--- config.mk ---
export PLATFORM = sky130hd
export DESIGN_NAME = scratchpad_memory
export DESIGN_NICKNAME = d
export VERILOG_FILES = /design/src/rtl/scratchpad_pkg.sv /design/src/rtl/error_monitor.sv /design/src/rtl/load_port.sv /design/src/rtl/scratchpad_array.sv /design/src/rtl/scratchpad_memory.sv /design/src/rtl/store_pairing.sv /design/src/rtl/store_tag_queue.sv
export SDC_FILE = /design/constraint.sdc
export NUM_CORES = 2
export LEC_CHECK = 0
export BUFFER_PORTS_ARGS = -buffer_cell sky130_fd_sc_hd__buf_2
export CAP_MARGIN = 15
export CORE_MARGIN = 5
export CORE_UTILIZATION = 55
export DETAILED_ROUTE_END_ITERATION = 7
export PLACE_DENSITY_LB_ADDON = 0.12
export SLEW_MARGIN = 30
export SYNTH_ARGS = -nofsm -noshare
export SYNTH_HDL_FRONTEND = slang
export SYNTH_SLANG_ARGS = --single-unit
--- constraint.sdc ---
create_clock -name clk -period 9.85 [get_ports clk]
set_input_delay 2.4625 -clock clk [delete_from_list [all_inputs] [get_ports clk]]
set_output_delay 2.4625 -clock clk [all_outputs]
set_load 0.03 [all_outputs]
--- src/rtl/scratchpad_pkg.sv ---
/*
 * Shared widths, beat structs and error codes for the tagged scratchpad.
 * The tag is fixed at 2 bits, so at most 4 logical ports can be named.
 * Only the low addr_width bits of an address index the array.
 */
`default_nettype none

package scratchpad_pkg;

  // ----------------------------------------------------------
  // Widths
  // ----------------------------------------------------------
  localparam int tag_width  = 2;
  localparam int addr_width = 6;
  localparam int mem_depth  = 1 << addr_width;
  localparam int elem_width = 32;

  // ----------------------------------------------------------
  // Channel payloads
  // ----------------------------------------------------------
  typedef struct packed {
    logic [tag_width-1:0]  tag;
    logic [addr_width-1:0] addr;
  } ld_req_t;

  typedef struct packed {
    logic [tag_width-1:0]  tag;
    logic [addr_width-1:0] addr;
  } st_addr_t;

  typedef struct packed {
    logic [tag_width-1:0]  tag;
    logic [elem_width-1:0] data;
  } st_data_t;

  typedef struct packed {
    logic [tag_width-1:0]  tag;
    logic [elem_width-1:0] data;
  } ld_resp_t;

  // Write command from store pairing into the array
  typedef struct packed {
    logic                  en;
    logic [addr_width-1:0] addr;
    logic [elem_width-1:0] data;
  } mem_write_t;

  typedef enum logic [7:0] {
    err_none           = 8'd0,
    err_tag_oob        = 8'd1,
    err_store_deadlock = 8'd2
  } err_code_e;

endpackage

`default_nettype wire

--- src/rtl/error_monitor.sv ---
/*
 * Sticky error capture. A tag error outranks a store deadlock, and
 * only the first error seen after reset is kept.
 */
`timescale 1ns/1ps
`default_nettype none

module error_monitor (
  input  wire logic                 clk,
  input  wire logic                 rst_n,
  input  wire logic                 ld_tag_oob_seen,
  input  wire logic                 st_tag_oob_seen,
  input  wire logic                 st_stall,
  output logic                      error_valid,
  output scratchpad_pkg::err_code_e error_code
);

  scratchpad_pkg::err_code_e code_now;

  // Priority encode of this cycle's flags
  always_comb begin
    if (ld_tag_oob_seen || st_tag_oob_seen) begin
      code_now = scratchpad_pkg::err_tag_oob;
    end else if (st_stall) begin
      code_now = scratchpad_pkg::err_store_deadlock;
    end else begin
      code_now = scratchpad_pkg::err_none;
    end
  end

  always_ff @(posedge clk or negedge rst_n) begin
    if (!rst_n) begin
      error_valid <= 1'b0;
      error_code  <= scratchpad_pkg::err_none;
    end else if (!error_valid && code_now != scratchpad_pkg::err_none) begin
      error_valid <= 1'b1;
      error_code  <= code_now;
    end
  end

endmodule

`default_nettype wire

--- src/rtl/load_port.sv ---
/*
 * Load side of the scratchpad. Data and done leave as one completion,
 * in the same cycle as the request. Tags at or above ld_count are
 * never accepted and are reported as out of range.
 */
`timescale 1ns/1ps
`default_nettype none

module load_port #(
  parameter int ld_count = 3
) (
  input  wire logic                                  ld_req_valid,
  output logic                                       ld_req_ready,
  input  wire scratchpad_pkg::ld_req_t               ld_req,
  output logic                                       ld_data_valid,
  input  wire logic                                  ld_data_ready,
  output scratchpad_pkg::ld_resp_t                   ld_data,
  output logic                                       ld_done_valid,
  input  wire logic                                  ld_done_ready,
  output logic      [scratchpad_pkg::tag_width-1:0]  ld_done_tag,
  output logic      [scratchpad_pkg::addr_width-1:0] rd_addr,
  input  wire logic [scratchpad_pkg::elem_width-1:0] rd_data,
  output logic                                       ld_tag_oob_seen
);

  logic tag_ok;

  assign tag_ok = int'(ld_req.tag) < ld_count;

  // Each output waits on the other's ready so both fire on one edge
  assign ld_req_ready  = tag_ok && ld_data_ready && ld_done_ready;
  assign ld_data_valid = ld_req_valid && tag_ok && ld_done_ready;
  assign ld_done_valid = ld_req_valid && tag_ok && ld_data_ready;

  assign rd_addr     = ld_req.addr;
  assign ld_data     = '{tag: ld_req.tag, data: rd_data};
  assign ld_done_tag = ld_req.tag;

  assign ld_tag_oob_seen = ld_req_valid && !tag_ok;

endmodule

`default_nettype wire

--- src/rtl/scratchpad_array.sv ---
/*
 * Storage words with one asynchronous read and one clocked write.
 * Contents are not reset and read as X until first written.
 */
`timescale 1ns/1ps
`default_nettype none

module scratchpad_array (
  input  wire logic                                  clk,
  input  wire logic [scratchpad_pkg::addr_width-1:0] rd_addr,
  output logic      [scratchpad_pkg::elem_width-1:0] rd_data,
  input  wire scratchpad_pkg::mem_write_t            wr
);

  logic [scratchpad_pkg::elem_width-1:0] mem [scratchpad_pkg::mem_depth];

  // Load path sees the array directly, zero latency
  assign rd_data = mem[rd_addr];

  always_ff @(posedge clk) begin
    if (wr.en) begin
      mem[wr.addr] <= wr.data;
    end
  end

  // The pairing logic must never hand over an unknown write address
  a_wr_addr_known: assert property (
    @(posedge clk) wr.en |-> !$isunknown(wr.addr)
  ) else $error("write enabled with unknown address");

endmodule

`default_nettype wire

--- src/rtl/scratchpad_memory.sv ---
/*
 * Tagged scratchpad top level, one load port and one store port.
 * Loads complete in the request cycle, stores after both beats of a
 * tag are queued. The array itself is not reset.
 */
`timescale 1ns/1ps
`default_nettype none

module scratchpad_memory #(
  parameter int ld_count         = 3,
  parameter int st_count         = 2,
  parameter int lsq_depth        = 2,
  parameter int deadlock_timeout = 20
) (
  input  wire logic                                 clk,
  input  wire logic                                 rst_n,
  input  wire logic                                 ld_req_valid,
  output logic                                      ld_req_ready,
  input  wire scratchpad_pkg::ld_req_t              ld_req,
  output logic                                      ld_data_valid,
  input  wire logic                                 ld_data_ready,
  output scratchpad_pkg::ld_resp_t                  ld_data,
  output logic                                      ld_done_valid,
  input  wire logic                                 ld_done_ready,
  output logic      [scratchpad_pkg::tag_width-1:0] ld_done_tag,
  input  wire logic                                 st_addr_valid,
  output logic                                      st_addr_ready,
  input  wire scratchpad_pkg::st_addr_t             st_addr,
  input  wire logic                                 st_data_valid,
  output logic                                      st_data_ready,
  input  wire scratchpad_pkg::st_data_t             st_data,
  output logic                                      st_done_valid,
  input  wire logic                                 st_done_ready,
  output logic      [scratchpad_pkg::tag_width-1:0] st_done_tag,
  output logic                                      error_valid,
  output scratchpad_pkg::err_code_e                 error_code
);

  logic [scratchpad_pkg::addr_width-1:0] rd_addr;
  logic [scratchpad_pkg::elem_width-1:0] rd_data;
  scratchpad_pkg::mem_write_t            wr;
  logic ld_tag_oob_seen, st_tag_oob_seen, st_stall;

  scratchpad_array u_array (
    .clk     (clk),
    .rd_addr (rd_addr),
    .rd_data (rd_data),
    .wr      (wr)
  );

  load_port #(.ld_count(ld_count)) u_load (
    .ld_req_valid    (ld_req_valid),
    .ld_req_ready    (ld_req_ready),
    .ld_req          (ld_req),
    .ld_data_valid   (ld_data_valid),
    .ld_data_ready   (ld_data_ready),
    .ld_data         (ld_data),
    .ld_done_valid   (ld_done_valid),
    .ld_done_ready   (ld_done_ready),
    .ld_done_tag     (ld_done_tag),
    .rd_addr         (rd_addr),
    .rd_data         (rd_data),
    .ld_tag_oob_seen (ld_tag_oob_seen)
  );

  store_pairing #(
    .st_count         (st_count),
    .lsq_depth        (lsq_depth),
    .deadlock_timeout (deadlock_timeout)
  ) u_store (
    .clk             (clk),
    .rst_n           (rst_n),
    .st_addr_valid   (st_addr_valid),
    .st_addr_ready   (st_addr_ready),
    .st_addr         (st_addr),
    .st_data_valid   (st_data_valid),
    .st_data_ready   (st_data_ready),
    .st_data         (st_data),
    .st_done_valid   (st_done_valid),
    .st_done_ready   (st_done_ready),
    .st_done_tag     (st_done_tag),
    .wr              (wr),
    .st_tag_oob_seen (st_tag_oob_seen),
    .st_stall        (st_stall)
  );

  error_monitor u_errors (
    .clk             (clk),
    .rst_n           (rst_n),
    .ld_tag_oob_seen (ld_tag_oob_seen),
    .st_tag_oob_seen (st_tag_oob_seen),
    .st_stall        (st_stall),
    .error_valid     (error_valid),
    .error_code      (error_code)
  );

endmodule

`default_nettype wire

--- src/rtl/store_pairing.sv ---
/*
 * Routes store beats to per-tag queues and retires one complete
 * address/data pair per cycle, lowest tag first. The array write is
 * issued on the same edge as the done transfer. st_count is at most 4.
 */
`timescale 1ns/1ps
`default_nettype none

module store_pairing #(
  parameter int st_count         = 2,
  parameter int lsq_depth        = 2,
  parameter int deadlock_timeout = 20
) (
  input  wire logic                                 clk,
  input  wire logic                                 rst_n,
  input  wire logic                                 st_addr_valid,
  output logic                                      st_addr_ready,
  input  wire scratchpad_pkg::st_addr_t             st_addr,
  input  wire logic                                 st_data_valid,
  output logic                                      st_data_ready,
  input  wire scratchpad_pkg::st_data_t             st_data,
  output logic                                      st_done_valid,
  input  wire logic                                 st_done_ready,
  output logic      [scratchpad_pkg::tag_width-1:0] st_done_tag,
  output scratchpad_pkg::mem_write_t                wr,
  output logic                                      st_tag_oob_seen,
  output logic                                      st_stall
);

  localparam int tag_span = 1 << scratchpad_pkg::tag_width;

  logic [st_count-1:0] addr_full, data_full, pair_ready, stalled;
  logic [st_count-1:0] addr_enq, data_enq, pair_deq;
  logic [st_count-1:0][scratchpad_pkg::addr_width-1:0] head_addr;
  logic [st_count-1:0][scratchpad_pkg::elem_width-1:0] head_data;
  logic [tag_span-1:0] addr_full_ext, data_full_ext;
  logic                addr_tag_ok, data_tag_ok;
  logic                done_fire;
  logic [scratchpad_pkg::tag_width-1:0] grant_tag;

  // ----------------------------------------------------------
  // Beat acceptance
  // ----------------------------------------------------------
  assign addr_tag_ok = int'(st_addr.tag) < st_count;
  assign data_tag_ok = int'(st_data.tag) < st_count;

  // Padded so an out-of-range tag still indexes a real bit
  assign addr_full_ext = tag_span'(addr_full);
  assign data_full_ext = tag_span'(data_full);

  // Readies look at tag and fullness only, never at valid
  assign st_addr_ready = addr_tag_ok && !addr_full_ext[st_addr.tag];
  assign st_data_ready = data_tag_ok && !data_full_ext[st_data.tag];

  assign st_tag_oob_seen = (st_addr_valid && !addr_tag_ok) ||
                           (st_data_valid && !data_tag_ok);

  // ----------------------------------------------------------
  // Fixed-priority grant, lowest ready tag wins
  // ----------------------------------------------------------
  always_comb begin
    grant_tag = '0;
    for (int i = st_count - 1; i >= 0; i--) begin
      if (pair_ready[i]) grant_tag = scratchpad_pkg::tag_width'(i);
    end
  end

  assign st_done_valid = |pair_ready;
  assign st_done_tag   = grant_tag;
  assign done_fire     = st_done_valid && st_done_ready;

  assign wr.en   = done_fire;
  assign wr.addr = head_addr[grant_tag];
  assign wr.data = head_data[grant_tag];

  assign st_stall = |stalled;

  for (genvar g = 0; g < st_count; g++) begin : g_tag
    assign addr_enq[g] = st_addr_valid && st_addr_ready &&
                         (st_addr.tag == scratchpad_pkg::tag_width'(g));
    assign data_enq[g] = st_data_valid && st_data_ready &&
                         (st_data.tag == scratchpad_pkg::tag_width'(g));
    assign pair_deq[g] = done_fire && (grant_tag == scratchpad_pkg::tag_width'(g));

    store_tag_queue #(
      .lsq_depth        (lsq_depth),
      .deadlock_timeout (deadlock_timeout)
    ) u_queue (
      .clk        (clk),
      .rst_n      (rst_n),
      .addr_enq   (addr_enq[g]),
      .addr_in    (st_addr.addr),
      .data_enq   (data_enq[g]),
      .data_in    (st_data.data),
      .pair_deq   (pair_deq[g]),
      .addr_full  (addr_full[g]),
      .data_full  (data_full[g]),
      .pair_ready (pair_ready[g]),
      .head_addr  (head_addr[g]),
      .head_data  (head_data[g]),
      .stalled    (stalled[g])
    );
  end

endmodule

`default_nettype wire

--- src/rtl/store_tag_queue.sv ---
/*
 * Address and data FIFOs for one store tag, popped together as a pair.
 * The caller must not enqueue a full side or pop without pair_ready.
 * stalled stays high while one side alone has waited deadlock_timeout
 * cycles or more.
 */
`timescale 1ns/1ps
`default_nettype none

module store_tag_queue #(
  parameter int lsq_depth        = 2,
  parameter int deadlock_timeout = 20
) (
  input  wire logic                                  clk,
  input  wire logic                                  rst_n,
  input  wire logic                                  addr_enq,
  input  wire logic [scratchpad_pkg::addr_width-1:0] addr_in,
  input  wire logic                                  data_enq,
  input  wire logic [scratchpad_pkg::elem_width-1:0] data_in,
  input  wire logic                                  pair_deq,
  output logic                                       addr_full,
  output logic                                       data_full,
  output logic                                       pair_ready,
  output logic      [scratchpad_pkg::addr_width-1:0] head_addr,
  output logic      [scratchpad_pkg::elem_width-1:0] head_data,
  output logic                                       stalled
);

  localparam int qw = $clog2(lsq_depth > 1 ? lsq_depth : 2);
  localparam int tw = $clog2(deadlock_timeout + 1);

  logic [scratchpad_pkg::addr_width-1:0] addr_q [lsq_depth];
  logic [scratchpad_pkg::elem_width-1:0] data_q [lsq_depth];
  logic [qw-1:0] addr_wr, addr_rd, data_wr, data_rd;
  logic [qw:0]   addr_cnt, data_cnt;
  logic [tw-1:0] wait_cnt;
  logic          one_sided;

  function automatic logic [qw-1:0] next_ptr(input logic [qw-1:0] p);
    return (p == qw'(lsq_depth - 1)) ? '0 : p + 1'b1;
  endfunction

  // ----------------------------------------------------------
  // Pointers and counts, both sides pop on pair_deq
  // ----------------------------------------------------------
  always_ff @(posedge clk or negedge rst_n) begin
    if (!rst_n) begin
      addr_wr  <= '0;
      addr_rd  <= '0;
      addr_cnt <= '0;
      data_wr  <= '0;
      data_rd  <= '0;
      data_cnt <= '0;
    end else begin
      if (addr_enq) addr_wr <= next_ptr(addr_wr);
      if (data_enq) data_wr <= next_ptr(data_wr);
      if (pair_deq) begin
        addr_rd <= next_ptr(addr_rd);
        data_rd <= next_ptr(data_rd);
      end
      addr_cnt <= addr_cnt + (qw+1)'(addr_enq) - (qw+1)'(pair_deq);
      data_cnt <= data_cnt + (qw+1)'(data_enq) - (qw+1)'(pair_deq);
    end
  end

  // Payload storage
  always_ff @(posedge clk) begin
    if (addr_enq) addr_q[addr_wr] <= addr_in;
    if (data_enq) data_q[data_wr] <= data_in;
  end

  assign addr_full  = addr_cnt == (qw+1)'(lsq_depth);
  assign data_full  = data_cnt == (qw+1)'(lsq_depth);
  assign pair_ready = (addr_cnt != '0) && (data_cnt != '0);
  assign head_addr  = addr_q[addr_rd];
  assign head_data  = data_q[data_rd];

  // ----------------------------------------------------------
  // One-sided wait timer, saturates at the timeout
  // ----------------------------------------------------------
  assign one_sided = (addr_cnt != '0) != (data_cnt != '0);

  always_ff @(posedge clk or negedge rst_n) begin
    if (!rst_n) begin
      wait_cnt <= '0;
    end else if (!one_sided) begin
      wait_cnt <= '0;
    end else if (wait_cnt != tw'(deadlock_timeout)) begin
      wait_cnt <= wait_cnt + 1'b1;
    end
  end

  assign stalled = wait_cnt == tw'(deadlock_timeout);

  a_no_addr_overflow: assert property (
    @(posedge clk) disable iff (!rst_n) addr_enq |-> !addr_full
  ) else $error("address beat enqueued into full queue");

  a_no_data_overflow: assert property (
    @(posedge clk) disable iff (!rst_n) data_enq |-> !data_full
  ) else $error("data beat enqueued into full queue");

  a_deq_only_paired: assert property (
    @(posedge clk) disable iff (!rst_n) pair_deq |-> pair_ready
  ) else $error("pair popped without both sides present");

endmodule

`default_nettype wire

* Yosys cells after proc, flatten, opt, wreduce, memory -nomap -nowiden
Memories as Yosys holds them, arrays and structs flattened.
Cells that the tools add are included.
** Storage, ports and cells
- Register bits :: 35
- Logic and storage cells :: 134
- Memories :: 5
- Input port bits :: 58
- Output and inout bits :: 53
- Bits in writable memories :: 2200
** Cells by class
- Magnitude comparators :: 6
- $add $sub $neg :: 18
- Muxes and demuxes :: 34
- Equality and inequality tests :: 15
- Reductions and logical operators :: 40
** Memory list
- u_array.mem :: depth 64, bits a word 32, read ports 1, clocked after Yosys merged registers in 0, wr ports 1, RTL line scratchpad_array.sv:15 : logic [scratchpad_pkg::elem_width-1:0] mem [scratchpad_pkg::mem_depth];
- u_store.g_tag[0].u_queue.data_q :: depth 2, bits a word 32, read ports 1, clocked after Yosys merged registers in 0, wr ports 1, RTL line store_tag_queue.sv:33 : logic [scratchpad_pkg::elem_width-1:0] data_q [lsq_depth];
- u_store.g_tag[1].u_queue.data_q :: depth 2, bits a word 32, read ports 1, clocked after Yosys merged registers in 0, wr ports 1, RTL line store_tag_queue.sv:33
- u_store.g_tag[0].u_queue.addr_q :: depth 2, bits a word 6, read ports 1, clocked after Yosys merged registers in 0, wr ports 1, RTL line store_tag_queue.sv:32 : logic [scratchpad_pkg::addr_width-1:0] addr_q [lsq_depth];
- u_store.g_tag[1].u_queue.addr_q :: depth 2, bits a word 6, read ports 1, clocked after Yosys merged registers in 0, wr ports 1, RTL line store_tag_queue.sv:32
** Operators by type and width (count)
- $mux W32 :: 2
- $logic_and A1 B1 Y1 :: 22
- $mux W1 :: 22
- $mux W5 :: 4
- $mux W6 :: 2
- $add A5 B1 Y5 const B :: 2
- $eq A5 B5 Y1 const B :: 2
- $ne A5 B5 Y1 const B :: 2
- $add A1 B1 Y1 const B :: 8
- $add A2 B1 Y2 :: 4
- $eq A2 B2 Y1 const B :: 4
- $reduce_bool A2 Y1 :: 4
- $reduce_bool A8 Y1 :: 1
- $sub A2 B1 Y2 :: 4
- $logic_not A1 Y1 :: 6
- $logic_not A2 Y1 :: 3
- $lt A2 B2 Y1 const B :: 3
- $lt A2 B3 Y1 const B :: 2
- $bmux W1 S2 :: 2
- $eq A2 B1 Y1 const B :: 2
- $mux W2 :: 2
- $ne A2 B1 Y1 const B :: 2
- $reduce_or A2 Y1 :: 2
- $logic_or A1 B1 Y1 :: 2
- other kinds (3) :: 4

* Depth between registers and ports, before layout
- Word-level depth :: 9
- Mapped depth :: 12
- Mapped depth without buffers :: 10

* By module
From an unflattened synthesis, not the netlist that was laid out.
** Second synthesis, totals
- Cell total of the unflattened synthesis :: 3772
- Area total of the unflattened synthesis :: 86155.1 um^2
** Modules (own cells, without submodules)
- scratchpad_array :: times used 1, sequential area each 61499.0 um^2, area each 77874.7 um^2, cells each 3292
- store_tag_queue at u_store.g_tag[0].u_queue :: times used 1, sequential area each 2607.5 um^2, area each 3569.7 um^2, cells each 176
- store_tag_queue at u_store.g_tag[1].u_queue :: times used 1, sequential area each 2607.5 um^2, area each 3569.7 um^2, cells each 178
- store_pairing :: times used 1, sequential area each 0.0 um^2, area each 633.1 um^2, cells each 62
- load_port :: times used 1, sequential area each 0.0 um^2, area each 345.3 um^2, cells each 47
- error_monitor :: times used 1, sequential area each 75.1 um^2, area each 162.7 um^2, cells each 17

* Worst setup path after synthesis
Ideal clock, no wire load.
- Kind :: input port to output port
- From :: input ld_req[2] in the netlist's numbering
- To :: output ld_data[14] in the netlist's numbering
- Arrival time :: 4.096 ns
- Buffers on the path :: 5
- Path slack :: 3.292 ns
- Cell stages on the path :: 9
- Cell sequence :: buf_4 > buf_4 > buf_2 > buf_2 > buf_2 > o21ai_0 > o21ai_0 > nand2_1 > a21oi_1
** RTL lines
- start, declared :: RTL line scratchpad_memory.sv:19 : input wire scratchpad_pkg::ld_req_t ld_req,
- end, declared :: RTL line scratchpad_memory.sv:22 : output scratchpad_pkg::ld_resp_t ld_data,

==> impl_metrics.csv <==
group,metric,value,unit
grt,first_global_vias,41130,
worst_setup_path,crit_buf_inv,5,
cts,cts.sinks,2229,
cells_and_area,multi_input_area,18100,um2
logic_synthesis,synthFlopType,"edfxtp_1",
floorplan,die_area,162900,um2
detailed_routing,wl_per_cell,34.22,um
worst_setup_path,cp-endpoint,"ld_data[25]",
logic_synthesis,ys_async_sr_fraction,0.01301,
logic_synthesis,synth-simple-area-share,0.02052,
timing,min_period,8.373,ns
timing,timing.hold.ws,0.4920,ns
detailed_routing,vias_per_cell,6.523,
logic_synthesis,avgSynthCellArea,22.09,um2
power,p_leak,30.25,nW
logic_synthesis,synthDistinctLibCells,51,
logic_synthesis,syn_area,85230,um2
logic_synthesis,synth_top_family_by_area,"multiplexers",
cells_and_area,instances_no_fill,6373,
worst_setup_path,cp.depth,10,
cts,cts_hold_buf,0,
floorplan,num_rows,144,
detailed_routing,met1_length,87760,um
cells_and_area,final_cell_mix,"edfxtp_1, mux4_2, clkbuf_16",
timing,worst_pin_slew,1.051,ns
logic_synthesis,synth_fa_ha_area_frac,0.002055,
worst_setup_path,start_kind,"input port",
cts,cts.clk_slew.worst_paths,0.06,ns
floorplan,start_util,0.5533,
cts,post_cts_buffers,0,
worst_setup_path,ff2ff_setup_slack,5.11,ns
cts,clock_path_buffers,3,
logic_synthesis,synth_compound_area_frac,0.02974,
logic_synthesis,yosysSeqAreaShare,0.7836,
power,power_frac_comb,0.191,
worst_setup_path,timing.critical_path.cells,"buf_2, buf_4, nor2_1, nand2_1, buf_4, o22ai_1, nor4_1, buf_4, o21a_1, buf_2",
worst_setup_path,arrival,5.91,ns
power,pwr-share-seq,0.511,
worst_setup_path,crit_family,"buffers and inverters",
cts,cts_root_buf,"clkbuf_16",
power,switching_share,0.2919,
logic_synthesis,synth_area_leaders,"edfxtp_1, mux4_2, mux2i_1",
worst_setup_path,crit_fanout,31,
timing,slew_headroom,0.2931,
cells_and_area,final_nets,4221,
cts,cts_made_buffers,217,
grt,grt_usage,0.2684,
power,p_per_area,274.7,nW/um2
cts,cts_tree,"yes",
floorplan,fp.dieH,403.7,um
grt,antenna_found_initial,8,
detailed_routing,antenna_left,0,
worst_setup_path,timing.rr.end,"u_array.mem[20][4]",
timing,finalCritPeriodShare,0.8501,
placed_design,gp_congestion,0.8126,
timing,fin_ws,1.477,ns
placed_design,dp_hpwl,125300,um
detailed_routing,maxUsedRoutingLayer,"met5",
detailed_routing,drt-total-wl,218100,um
outcome,status,"completed",
placed_design,dpl_cell_area,89550,um2
timing,tns,0,ns
placed_design,dp.cells,5974,
power,p_sw,7.725,mW
power,clock_power_share,0.298,
worst_setup_path,crit_path_frequent_cell,"buf_4",
logic_synthesis,synth_warnings,0,
logic_synthesis,synth_largest_area_cell,"edfxtp_1",
detailed_routing,drc,0,
grt,grt-ovfl-total,0,
logic_synthesis,syn_inst,3859,
cells_and_area,layout-drive-gt1-share,0.2772,
logic_synthesis,synth_top_area_share,0.7751,
worst_setup_path,endpoint_kind,"output port",
floorplan,die_w,403.7,um
worst_setup_path,startpoint,"ld_req[4]",
detailed_routing,wl_met2,105000,um
cells_and_area,seq_area,66790,um2
detailed_routing,vias,41570,
detailed_routing,drt-initial-drc-count,5016,
worst_setup_path,path_class,"input port to output port",
timing,hold_violations,0,
placed_design,port-buffer-count,103,
logic_synthesis,synth-xor-area-share,0.002466,
worst_hold_path,hp-class,"register to register",
logic_synthesis,synth_seq_cells,2229,
floorplan,core_region_area,154000,um2
cells_and_area,mostFrequentLayoutCell,"edfxtp_1",
worst_setup_path,reg2reg_depth,9,
cells_and_area,fillerInstances,10520,
detailed_routing,wl_met3,20470,um
flow_run,cap_violations,0,
grt,grt_max_degree,128,
cts,htreeDepth,4,
placed_design,dp_slack,1.431,ns
detailed_routing,drt-pass1-iter-count,5,
cts,clock_latency,0.83,ns
timing,rsz0062_at_grt,"false",
worst_setup_path,slowest_delay,0.81,ns
cells_and_area,syn2layout_area_growth,13.03,%
worst_setup_path,r2r_start,"u_store.g_tag[0].u_queue.data_cnt[1]",
worst_setup_path,required,7.39,ns
cts,cts_resized,0,
cells_and_area,design_area,96340,um2
floorplan,io_pins,111,
timing,setup_viol,0,
logic_synthesis,synth-edff-count,2200,
timing,clock.fmax,0.1194,GHz
timing,fin_worst_skew,0.03402,ns
timing,slew_viol_final,0,
power,p_int,18.74,mW
power,ir_drop,0.0003920,V
worst_setup_path,cp_slowest_cell,"nor4_1",
grt,grt_pass1_wl,309400,um
logic_synthesis,synthMuxAreaShare,0.1466,
==> final cells by class <==
class	instances	share of cell area
Antenna cell	4	0.0001039
Clock buffer	280	0.06031
Clock inverter	115	0.009871
Inverter	22	0.0008572
Multi-Input combinational cell	1407	0.1879
Sequential cell	2229	0.6933
Tap cell	2044	0.02655
Timing Repair Buffer	272	0.02107
==> power by group through the flow <==
stage	Sequential, mW	Clock [mW]	Combinational [mW]
after floorplan	13.8	0	2.42
after global placement	13.7	0	4.94
after detailed placement	13.7	0	5.09
after CTS	13.5	8.01	5.08
after global routing	13.5	8.43	5.36
final	13.5	7.89	5.06
==> layer usage <==
layer | global-route usage | up-vias
li1 | - | 16910
met2 | 0.4228 | 2134
met3 | 0.05876 | 314
met5 | 0 | -
met1 | 0.3947 | 22210
met4 | 0.05955 | 4
==> per-stage QoR <==
stage | utilization | power, mW
floorplan | - | 16.22
global placement | 0.5807 | 18.62
detailed placement | 0.5813 | 18.79
CTS | 0.6252 | 26.60
global route | 0.6253 | 27.33
finish | 0.6254 | 26.46
==> cells in the mapped netlist (30+ instances only) <==
cell type,n
edfxtp_1,2200
mux4_2,487
o22ai_1,132
mux2i_1,123
nor2_1,94
a21oi_1,64
buf_4,63
nand2_1,63
buf_2,61
clkbuf_1,58
nor2b_1,54
a211oi_1,41
o221ai_1,30
==> sequential cells by signal, indices dropped and copies added (netlist names) <==
signal and cells:
u_array.mem 2048, u_store.g_tag.u_queue.addr_cnt 4, u_store.g_tag.u_queue.addr_wr 2, u_store.g_tag.u_queue.data_q 128, u_store.g_tag.u_queue.addr_q 24, u_store.g_tag.u_queue.data_wr 2
u_store.g_tag.u_queue.addr_rd 2, u_store.g_tag.u_queue.data_cnt 4, u_store.g_tag.u_queue.data_rd 2, u_errors.error_valid 1, u_store.g_tag.u_queue.wait_cnt 10, u_errors.error_code 2
==> cells by family (layout without fill, tap and decap cells) <==
| family | after synthesis | in the layout |
|---|---|---|
| flip-flops | 2229 | 2229 |
| multiplexers | 636 | 636 |
| AO/OA/AOI/OAI | 379 | 379 |
| AND/OR/NAND/NOR | 347 | 347 |
| buffers and inverters | 229 | 689 |
| XOR/XNOR | 24 | 24 |
| adder cells (fa/ha/maj) | 14 | 14 |
| other | 1 | 11 |
==> worst min-delay path by stage <==
stage	start	endpoint	slack, ns	depth (start not counted)
detailed placement	u_store.g_tag[0].u_queue.addr_wr	u_store.g_tag[0].u_queue.addr_wr	0.48	1
global placement	u_errors.error_code[1]	u_errors.error_code[1]	0.47	1
CTS	u_store.g_tag[0].u_queue.addr_wr	u_store.g_tag[0].u_queue.addr_wr	0.49	1
floorplan	u_store.g_tag[0].u_queue.addr_cnt[1]	u_store.g_tag[0].u_queue.addr_cnt[1]	0.45	1
finish	u_store.g_tag[0].u_queue.addr_wr	u_store.g_tag[0].u_queue.addr_wr	0.49	1
global route	u_store.g_tag[0].u_queue.addr_wr	u_store.g_tag[0].u_queue.addr_wr	0.51	1
(Power assumes the default switching activity.)
